==> src/spike_config.svh <==
`ifndef SPIKE_CONFIG_SVH
`define SPIKE_CONFIG_SVH

// Channels per frame, in arrival order 0..N-1
`define SPK_NUM_CH 32

// Width of a channel index
`define SPK_CH_W 5

// Band-passed sample and threshold width, signed
`define SPK_SAMPLE_W 16

// Frame counter width, also the upper half of a spike record
`define SPK_FRAME_W 32

// Spike records held before overflow
`define SPK_FIFO_DEPTH 16

`endif

==> src/spike_pkg.sv <==
`include "spike_config.svh"

package spike_pkg;

  // Channel index within a frame
  typedef logic [`SPK_CH_W-1:0] ch_t;

  // Filtered sample or per-channel threshold
  typedef logic signed [`SPK_SAMPLE_W-1:0] sample_t;

  // Frame number since acquisition started
  typedef logic [`SPK_FRAME_W-1:0] frame_t;

  // One word as the host reads it
  typedef logic [31:0] host_word_t;

  // Spike record, frame number on top, channel below
  typedef logic [63:0] spk_rec_t;

  // Acquisition run state
  typedef enum logic {
    ST_IDLE,
    ST_RUN
  } run_state_t;

endpackage

==> src/mua_if.sv <==
`timescale 1ns/1ps

interface mua_if;

  logic                valid;
  spike_pkg::ch_t      ch;
  spike_pkg::sample_t  sample;
  spike_pkg::sample_t  thr;

  // Lookup stage drives the sample with its threshold
  modport src (output valid, output ch, output sample, output thr);

  // Detector consumes everything
  modport snk (input valid, input ch, input sample, input thr);

  // Control only watches for the frame boundary
  modport mon (input valid, input ch);

endinterface

==> src/spike_ctrl.sv <==
`timescale 1ns/1ps
`include "spike_config.svh"

module spike_ctrl (
  input  logic                bus_clk,
  input  logic                reset,
  input  logic                running,
  mua_if.mon                  mua,
  output spike_pkg::frame_t   frame_no,
  output logic                clear
);

  localparam spike_pkg::ch_t LAST_CH = spike_pkg::ch_t'(`SPK_NUM_CH - 1);

  spike_pkg::run_state_t state;
  logic                  frame_end;

  // Last channel of a frame seen on the lookup output
  assign frame_end = mua.valid && (mua.ch == LAST_CH);

  // Detector stays re-armed whenever acquisition is stopped
  assign clear = (state == spike_pkg::ST_IDLE);

  always_ff @(posedge bus_clk) begin
    if (reset) begin
      state    <= spike_pkg::ST_IDLE;
      frame_no <= '0;
    end else begin
      case (state)
        spike_pkg::ST_IDLE: begin
          frame_no <= '0;
          if (running) begin
            state <= spike_pkg::ST_RUN;
          end
        end
        spike_pkg::ST_RUN: begin
          if (!running) begin
            state    <= spike_pkg::ST_IDLE;
            frame_no <= '0;
          end else if (frame_end) begin
            frame_no <= frame_no + 1'b1;
          end
        end
        default: begin
          state <= spike_pkg::ST_IDLE;
        end
      endcase
    end
  end

  // Frame count frozen over consecutive idle cycles
  property p_idle_frame_stable;
    @(posedge bus_clk) disable iff (reset)
      (state == spike_pkg::ST_IDLE) ##1 (state == spike_pkg::ST_IDLE) |-> $stable(frame_no);
  endproperty

  a_idle_frame_stable: assert property (p_idle_frame_stable)
    else $error("frame_no moved while idle");

endmodule

==> src/spike_detect.sv <==
`timescale 1ns/1ps
`include "spike_config.svh"

module spike_detect (
  input  logic                bus_clk,
  input  logic                reset,
  mua_if.snk                  mua,
  input  spike_pkg::frame_t   frame_no,
  input  logic                clear,
  output logic                evt_valid,
  output spike_pkg::spk_rec_t evt_rec
);

  // Set means the channel may fire on its next downward crossing
  logic [`SPK_NUM_CH-1:0] armed;
  logic                   below;
  logic                   fire;

  // Signed compare, both sides are sample_t
  assign below = (mua.sample < mua.thr);
  assign fire  = mua.valid && !clear && below && armed[mua.ch];

  always_ff @(posedge bus_clk) begin
    if (reset || clear) begin
      armed     <= '1;
      evt_valid <= 1'b0;
    end else begin
      evt_valid <= fire;
      if (mua.valid) begin
        if (fire) begin
          armed[mua.ch] <= 1'b0;
        end else if (!below) begin
          armed[mua.ch] <= 1'b1;
        end
      end
    end
  end

  // Record payload
  always_ff @(posedge bus_clk) begin
    if (fire) begin
      evt_rec <= {frame_no, spike_pkg::host_word_t'(mua.ch)};
    end
  end

  // A clear must suppress any event in the following cycle
  property p_no_evt_after_clear;
    @(posedge bus_clk) disable iff (reset)
      clear |=> !evt_valid;
  endproperty

  a_no_evt_after_clear: assert property (p_no_evt_after_clear)
    else $error("spike event right after clear");

endmodule

==> src/spike_info_fifo.sv <==
`timescale 1ns/1ps
`include "spike_config.svh"

module spike_info_fifo (
  input  logic                  bus_clk,
  input  logic                  reset,
  input  logic                  spk_open,
  input  logic                  evt_valid,
  input  spike_pkg::spk_rec_t   evt_rec,
  input  logic                  spk_rden,
  output spike_pkg::host_word_t spk_rdata,
  output logic                  spk_empty,
  output logic                  overflow
);

  localparam int AW = $clog2(`SPK_FIFO_DEPTH);
  localparam logic [AW:0] FULL_CNT = (AW + 1)'(`SPK_FIFO_DEPTH);

  spike_pkg::spk_rec_t rec_mem [`SPK_FIFO_DEPTH];

  // Extra MSB separates full from empty
  logic [AW:0]         wr_ptr;
  logic [AW:0]         rd_ptr;
  logic [AW:0]         fill;
  logic                full;
  logic                wr_en;
  logic                pop;
  // Low half of the head record is on the bus when set
  logic                half_sel;
  spike_pkg::spk_rec_t head;

  assign fill      = wr_ptr - rd_ptr;
  assign full      = (fill == FULL_CNT);
  assign spk_empty = (wr_ptr == rd_ptr);
  assign wr_en     = evt_valid && !full;
  assign pop       = spk_rden && !spk_empty;

  // First word falls through, upper half first
  assign head      = rec_mem[rd_ptr[AW-1:0]];
  assign spk_rdata = half_sel ? head[31:0] : head[63:32];

  always_ff @(posedge bus_clk) begin
    if (wr_en) begin
      rec_mem[wr_ptr[AW-1:0]] <= evt_rec;
    end
  end

  always_ff @(posedge bus_clk) begin
    if (reset || !spk_open) begin
      wr_ptr   <= '0;
      rd_ptr   <= '0;
      half_sel <= 1'b0;
      overflow <= 1'b0;
    end else begin
      if (wr_en) begin
        wr_ptr <= wr_ptr + 1'b1;
      end
      // Sticky until the host closes the stream
      if (evt_valid && full) begin
        overflow <= 1'b1;
      end
      if (pop) begin
        half_sel <= !half_sel;
        if (half_sel) begin
          rd_ptr <= rd_ptr + 1'b1;
        end
      end
    end
  end

  // Occupancy bounded by the depth
  a_fill_bound: assert property (
    @(posedge bus_clk) disable iff (reset)
      fill <= FULL_CNT
  ) else $error("write pointer ran past read pointer");

  // Read pointer only advances out of a non-empty queue
  a_no_pop_empty: assert property (
    @(posedge bus_clk) disable iff (reset)
      (spk_open && $past(spk_open) && (rd_ptr != $past(rd_ptr))) |-> $past(!spk_empty)
  ) else $error("record popped while empty");

endmodule

==> src/spike_sort_top.sv <==
`timescale 1ns/1ps

module spike_sort_top (
  input  logic                  bus_clk,
  input  logic                  reset,

  input  logic                  thr_wren,
  input  logic                  thr_rden,
  input  spike_pkg::ch_t        thr_addr,
  input  spike_pkg::sample_t    thr_wdata,
  output spike_pkg::sample_t    thr_rdata,

  input  logic                  sample_valid,
  input  spike_pkg::ch_t        sample_ch,
  input  spike_pkg::sample_t    sample_data,

  input  logic                  running,

  input  logic                  spk_open,
  input  logic                  spk_rden,
  output logic                  spk_empty,
  output spike_pkg::host_word_t spk_rdata,

  output logic                  overflow
);

  mua_if mua ();

  spike_pkg::frame_t   frame_no;
  logic                clear;
  logic                evt_valid;
  spike_pkg::spk_rec_t evt_rec;

  spike_ctrl u_spike_ctrl (
    .bus_clk  (bus_clk  ),
    .reset    (reset    ),
    .running  (running  ),
    .mua      (mua.mon  ),
    .frame_no (frame_no ),
    .clear    (clear    )
  );

  // Threshold table and sample lookup
  thr_ram u_thr_ram (
    .bus_clk      (bus_clk      ),
    .thr_wren     (thr_wren     ),
    .thr_rden     (thr_rden     ),
    .thr_addr     (thr_addr     ),
    .thr_wdata    (thr_wdata    ),
    .thr_rdata    (thr_rdata    ),
    .sample_valid (sample_valid ),
    .sample_ch    (sample_ch    ),
    .sample_data  (sample_data  ),
    .mua          (mua.src      )
  );

  spike_detect u_spike_detect (
    .bus_clk   (bus_clk   ),
    .reset     (reset     ),
    .mua       (mua.snk   ),
    .frame_no  (frame_no  ),
    .clear     (clear     ),
    .evt_valid (evt_valid ),
    .evt_rec   (evt_rec   )
  );

  // Host-facing record queue
  spike_info_fifo u_spike_info_fifo (
    .bus_clk   (bus_clk   ),
    .reset     (reset     ),
    .spk_open  (spk_open  ),
    .evt_valid (evt_valid ),
    .evt_rec   (evt_rec   ),
    .spk_rden  (spk_rden  ),
    .spk_rdata (spk_rdata ),
    .spk_empty (spk_empty ),
    .overflow  (overflow  )
  );

endmodule

==> src/thr_ram.sv <==
`timescale 1ns/1ps
`include "spike_config.svh"

module thr_ram (
  input  logic                bus_clk,
  input  logic                thr_wren,
  input  logic                thr_rden,
  input  spike_pkg::ch_t      thr_addr,
  input  spike_pkg::sample_t  thr_wdata,
  output spike_pkg::sample_t  thr_rdata,
  input  logic                sample_valid,
  input  spike_pkg::ch_t      sample_ch,
  input  spike_pkg::sample_t  sample_data,
  mua_if.src                  mua
);

  // One threshold per channel
  spike_pkg::sample_t thr_mem [`SPK_NUM_CH];

  // Host port
  always_ff @(posedge bus_clk) begin
    if (thr_wren) begin
      thr_mem[thr_addr] <= thr_wdata;
    end
  end

  always_ff @(posedge bus_clk) begin
    if (thr_rden) begin
      thr_rdata <= thr_mem[thr_addr];
    end
  end

  // Lookup port, sample delayed to line up with its threshold
  always_ff @(posedge bus_clk) begin
    mua.valid  <= sample_valid;
    mua.ch     <= sample_ch;
    mua.sample <= sample_data;
    mua.thr    <= thr_mem[sample_ch];
  end

endmodule
==> config.mk <==
export PLATFORM = sky130hd
export DESIGN_NAME = spike_sort_top
export DESIGN_NICKNAME = d
export VERILOG_FILES = /design/src/spike_pkg.sv /design/src/mua_if.sv /design/src/spike_ctrl.sv /design/src/spike_detect.sv /design/src/spike_info_fifo.sv /design/src/spike_sort_top.sv /design/src/thr_ram.sv
export VERILOG_INCLUDE_DIRS = /design/src
export SDC_FILE = /design/constraint.sdc
export NUM_CORES = 1
export LEC_CHECK = 0
export BUFFER_PORTS_ARGS = -buffer_cell sky130_fd_sc_hd__buf_2
export CAP_MARGIN = 40
export CELL_PAD_IN_SITES_DETAIL_PLACEMENT = 0
export CELL_PAD_IN_SITES_GLOBAL_PLACEMENT = 1
export CORE_MARGIN = 4
export CORE_UTILIZATION = 60
export DETAILED_ROUTE_END_ITERATION = 7
export PLACE_DENSITY_LB_ADDON = 0.1
export SLEW_MARGIN = 30
export SYNTH_ARGS = -nofsm -noshare
export SYNTH_HDL_FRONTEND = slang
export SYNTH_SLANG_ARGS = --single-unit
export TNS_END_PERCENT = 10
==> constraint.sdc <==
create_clock -name bus_clk -period 9.1 [get_ports bus_clk]
set_input_delay 1.82 -clock bus_clk [delete_from_list [all_inputs] [get_ports bus_clk]]
set_output_delay 1.82 -clock bus_clk [all_outputs]
set_load 0.02 [all_outputs]
---- Word level (Yosys, flattened, before mapping) ----
Memories as Yosys holds them, arrays and structs flattened. A register that Yosys moved wholly into a read port is not among the register bits.
Index checks and enable logic that the tools add are counted.
operators by class
  add/subtract/negate cells ............... 4
  $mul .................................... 0
  div/mod/pow operators ................... 0
  magnitude comparators ................... 3
  eq/ne operators ......................... 5
  shifts and indexed selects .............. 0
  muxes and demuxes ....................... 17
  bitwise gates (word level) .............. 4
  reduce and logical (&&, ||, !) cells .... 16
operators by type and width
  kind                     number
  $mux W32                 5
  $pmux W32 S2             1
  $add A32 B1 Y32 const B  1
  $and A32 B32 Y32         1
  $not A32 Y32             1
  $or A32 B32 Y32          1
  $lt A16 B16 Y1           1
  $add A5 B1 Y5 const B    2
  $eq A5 B5 Y1 const B     2
  $logic_and A1 B1 Y1      8
  $mux W4                  2
  $mux W1                  7
  $lt A5 B6 Y1 const B     1
  $bmux W1 S5              1
  $demux W1 S5             1
  $eq A5 B5 Y1             1
  $ge A5 B1 Y1 const B     1
  $sub A5 B5 Y5            1
  $logic_not A1 Y1         4
  $reduce_and A2 Y1        2
  $ne A3 B3 Y1 const B     1
  $logic_or A1 B1 Y1       2
  $ne A2 B2 Y1 const B     1
  $not A1 Y1               1
storage, ports and cells
  register bits ........................... 137
  latch bits .............................. 0
  RAM bits ................................ 1104
  ROM bits ................................ 0
  logic and storage cells ................. 63
  memories ................................ 2
memories
  memory                     words  width  rd ports  clocked after Yosys merged registers in  write ports  RTL line               text
  u_spike_info_fifo.rec_mem  16     37     1         1                                        1            spike_info_fifo.sv:19  spike_pkg::spk_rec_t rec_mem [`SPK_FIFO_DEPTH];
  u_thr_ram.thr_mem          32     16     2         2                                        1            thr_ram.sv:18          spike_pkg::sample_t thr_mem [`SPK_NUM_CH];

---- Depth between registers and ports, before layout ----
  depth in word-level cells ............... 7
  mapped depth ............................ 9
  gate-level depth less buffers ........... 8

---- Cells and area by module ----
Synthesis repeated with hierarchy kept, for this count alone.
unflattened totals
  cell total of the unflattened synthesis .. 3519
  area, all modules ....................... 69825.7 µm²
by module, submodules not included
  module           instances  cells each  area an instance (µm²)
  spike_info_fifo  1          1564        39659.3
  thr_ram          1          1443        25014.0
  spike_detect     1          327         3519.6
  spike_ctrl       1          185         1632.8

---- Least setup slack after synthesis ----
No wires, ideal clock.
  path type ............................... input -> register
  from .................................... input port thr_addr[0]
  to ...................................... memory u_thr_ram.thr_mem[11][0] (netlist bit) (enable)
  library setup time ...................... 0.389 ns
  data arrival time ....................... 3.726 ns
  required time ........................... 8.711 ns
  path slack .............................. 4.986 ns
  stages on the path ...................... 5
  buffers on the path ..................... 3
  cells stage by stage .................... clkbuf_1 -> buf_2 -> buf_1 -> nand3_1 -> nor2_1
RTL lines
  what                RTL line             text
  start: declaration  spike_sort_top.sv:9  input spike_pkg::ch_t thr_addr,
  end: declaration    thr_ram.sv:18
No word-level cell before the write port.

==> results.ini <==
[power]
p_int_mw = 9.81
power_density_mw_per_mm2 = 205
p_comb_share_pct = 4.0
clkPwrFrac_pct = 43.6
p_leak_nw = 18.7
ir_worst_vdd_mv = 0.191
swShare_pct = 20.4
p_sw_mw = 2.51
seq_power_share_pct = 52.3

[global_route]
track_usage_pct = 28.7
antenna_found_initial = 6
grt_pass1_wl_mm = 191
grt_pass1_vias = 28000
grt_overflow_total = 0
grt_max_degree = 75

[setup_path]
crit_arrival_ns = 3.68
cp.required_ns = 7.28
cp-start-kind = flip-flop
reg2reg_slack_ns = 5.58
crit-reg2reg-capture = u_spike_info_fifo.rec_mem[15][22]$_DFFE_PP_
end_kind = primary output
crit_chain = buf_12 -> buf_12 -> mux4_2 -> mux4_2 -> mux2_2 -> buf_2
critPathSlowestCell = dfxtp_4
crit_type = flip-flop to primary output
rr_startpoint = u_spike_info_fifo.rd_ptr[1]$_SDFFE_PP0P_
crit_fanout = 63
r2r_cells = 8
critPathMaxStageDelay_ns = 0.59

[yosys]
synth.distinct_cells = 64
yosys_warnings = 0
synth.cell_area_mm2 = 0.0525
synthesis.nets = 2597
async_flop_share_pct = 0
synth_common_cells = edfxtp_1, mux4_2, dfxtp_1
ys.flop_type = edfxtp_1
synthCells = 2522
netlist_top_cells_area = edfxtp_1, mux4_2, dfxtp_1
ys_seq_area_share_pct = 70.8
avgSynthCellArea_um2 = 20.8
post-synth-top-area-cell = edfxtp_1
synthDominantCellAreaShare_pct = 66.2
yosysMostFrequentCell = edfxtp_1
synth_seq_cells = 1277
synth_edf_count = 1157

[cells_and_area]
fin_nets = 2757
n_fill_cell = 5306
final_area_mm2 = 0.0600
drive_above_1_share_pct = 33.8
syn_to_final_growth_pct = 14.3
layout.cells.non_filler = 3939

[routing]
route.detailed.drc = 0
drt_iter0_drc = 3579
vias_per_cell = 6.93
first_pass_iters = 5
vias = 27300
ant_nets = 0
wl_mm = 131
wl_per_cell_um = 33.3

[min_path]
hold_depth = 0
hp-start = u_spike_ctrl.frame_no[31]$_SDFFE_PP0P_
min_path_type = flip-flop to flip-flop
hold_end = u_spike_detect.evt_rec[63]$_DFFE_PP_

[sta]
finalSetupTns_ns = 0
rsz0062_at_grt = false
fin_crit_ns = 5.50
slew_violations = 0
final_hold_viol_count = 0
timing.fmax_ghz = 0.182
finClkSkew_ns = 0.0196
finalSetupViolCount = 0
maxSlewHeadroom_pct = 38.9
tightest_slew_ns = 0.915
period_share_pct = 60.4
fin_ws_ns = 3.60

[clocking]
root_buffer = clkbuf_16
cts_buffers = 133
clk_pin_slew_worst_paths_ns = 0.06
htreeDepth = 4
tritoncts = built
clock-sinks = 1277
cts_resized = 0
clockBufferDepth = 3
clock_latency_ns = 0.72
cts_setup_buffers = 0
hold_buffers = 0

[die]
core_mm2 = 0.0868
die_w_um = 304
start_util_pct = 60.5
fp-row-count = 108
die_y_um = 304
dieArea_mm2 = 0.0923
ios = 100

[place]
placed_area_mm2 = 0.0556
dpl_worst_slack_ns = 4.25
io_buffers = 99
place.gp.congestion = 0.783
dp_cells = 3699
dp_hpwl_mm = 76.6

[status]
status = finished, final reports clean

[job]
drv_cap = 0

-- worst max path at each step --
stage / endpoint / cells past startpoint / start / slack [ns]
after floorplan: u_thr_ram.thr_mem[11][0]$_DFFE_PP_ / 5 / thr_addr[0] / 4.99
after global placement: spk_rdata[2] / 5 / flip-flop / 3.84
after detailed placement: spk_rdata[3] / 6 / flip-flop / 4.25
after CTS: spk_rdata[3] / 6 / flip-flop / 3.47
after global routing: spk_rdata[3] / 6 / flip-flop / 3.34
final: spk_rdata[3] / 6 / flip-flop / 3.60
-- worst max-delay path: cells and delay by family, from the launching register on --
family	cells	cell delay (ns)
buffers and inverters	3	0.92
flip-flops	1	0.59
multiplexers	3	1.36
-- power groups by stage --
stage | logic, mW | registers, mW | clock network [mW]
after CTS | 0.497 | 6.45 | 5.44
after global routing | 0.525 | 6.45 | 5.72
after floorplan | 0.300 | 6.55 | 0
final | 0.496 | 6.45 | 5.37
after global placement | 0.471 | 6.57 | 0
after detailed placement | 0.495 | 6.57 | 0
-- kinds of logic (layout without fill, tap and decap cells) --
group	count (synthesis)	in the layout	share of synthesized area, %
multiplexers	509	509	21.1
buffers and inverters	180	441	1.43
flip-flops	1277	1277	70.8
XOR/XNOR	15	15	0.250
other	0	1	0
adder cells (fa/ha/maj)	25	25	0.596
AO/OA/AOI/OAI	202	202	2.63
AND/OR/NAND/NOR	314	314	3.21
-- layout by cell type (no fill, tap or decap), types with 7 or more instances in the layout --
| cell | n |
|---|---|
| a21oi_1 | 27 |
| a22oi_1 | 64 |
| and3_4 | 8 |
| buf_12 | 10 |
| buf_16 | 39 |
| buf_2 | 95 |
| buf_4 | 27 |
| bufinv_16 | 14 |
| clkbuf_1 | 26 |
| clkbuf_16 | 138 |
| clkinv_1 | 25 |
| clkinv_2 | 19 |
| dfxtp_1 | 115 |
| edfxtp_1 | 1157 |
| ha_1 | 25 |
| inv_1 | 27 |
| inv_6 | 7 |
| mux2_2 | 28 |
| mux4_2 | 475 |
| nand2_1 | 51 |
| nand3_1 | 16 |
| nand4_1 | 31 |
| nor2_1 | 43 |
| nor2_4 | 34 |
| nor2b_1 | 37 |
| nor3_1 | 13 |
| o211ai_1 | 16 |
| o21ai_0 | 44 |
| o22ai_1 | 15 |
| or3_1 | 14 |
| xnor2_1 | 8 |
| xor2_1 | 7 |
-- layout make-up --
| class | instances | area (um2) | area share [%] |
|---|---|---|---|
| Sequential cell | 1277 | 37200 | 62.0 |
| Clock inverter | 69 | 727 | 1.21 |
| Timing Repair Buffer | 178 | 2040 | 3.40 |
| Clock buffer | 167 | 3590 | 5.99 |
| Antenna cell | 1 | 2.50 | 0.00417 |
| Multi-Input combinational cell | 1065 | 14900 | 24.9 |
| Inverter | 27 | 101 | 0.169 |
| Tap cell | 1155 | 1450 | 2.41 |
-- sequential cells by signal (all words and copies together), names as in the netlist, 16 cells and up, named ones only --
name / flops
u_thr_ram.thr_mem: 512
u_spike_ctrl.frame_no: 32
u_thr_ram.mua.thr: 16
u_thr_ram.thr_rdata: 16
u_spike_detect.evt_rec: 37
u_thr_ram.mua.sample: 16
u_spike_info_fifo.rec_mem: 592
-- stage by stage --
step | utilization, % | hold WS, ns | power, mW
floorplan | - | 0.403 | 6.85
global placement | 62.7 | 0.453 | 7.04
detailed placement | 64.1 | 0.444 | 7.07
CTS | 69.1 | 0.472 | 12.4
global route | 69.1 | 0.477 | 12.7
finish | 69.1 | 0.469 | 12.3
-- layer usage --
layer	share of wire [%]	GRT usage, %	vias up	wire (um)
li1	-	-	11100	-
met1	37	38.5	14500	48100
met2	51	48.1	1424	67200
met3	8.1	4.95	264	10700
met4	4.0	11.0	2	5180
met5	0.0099	0	-	13
(Power assumes the default switching activity.)
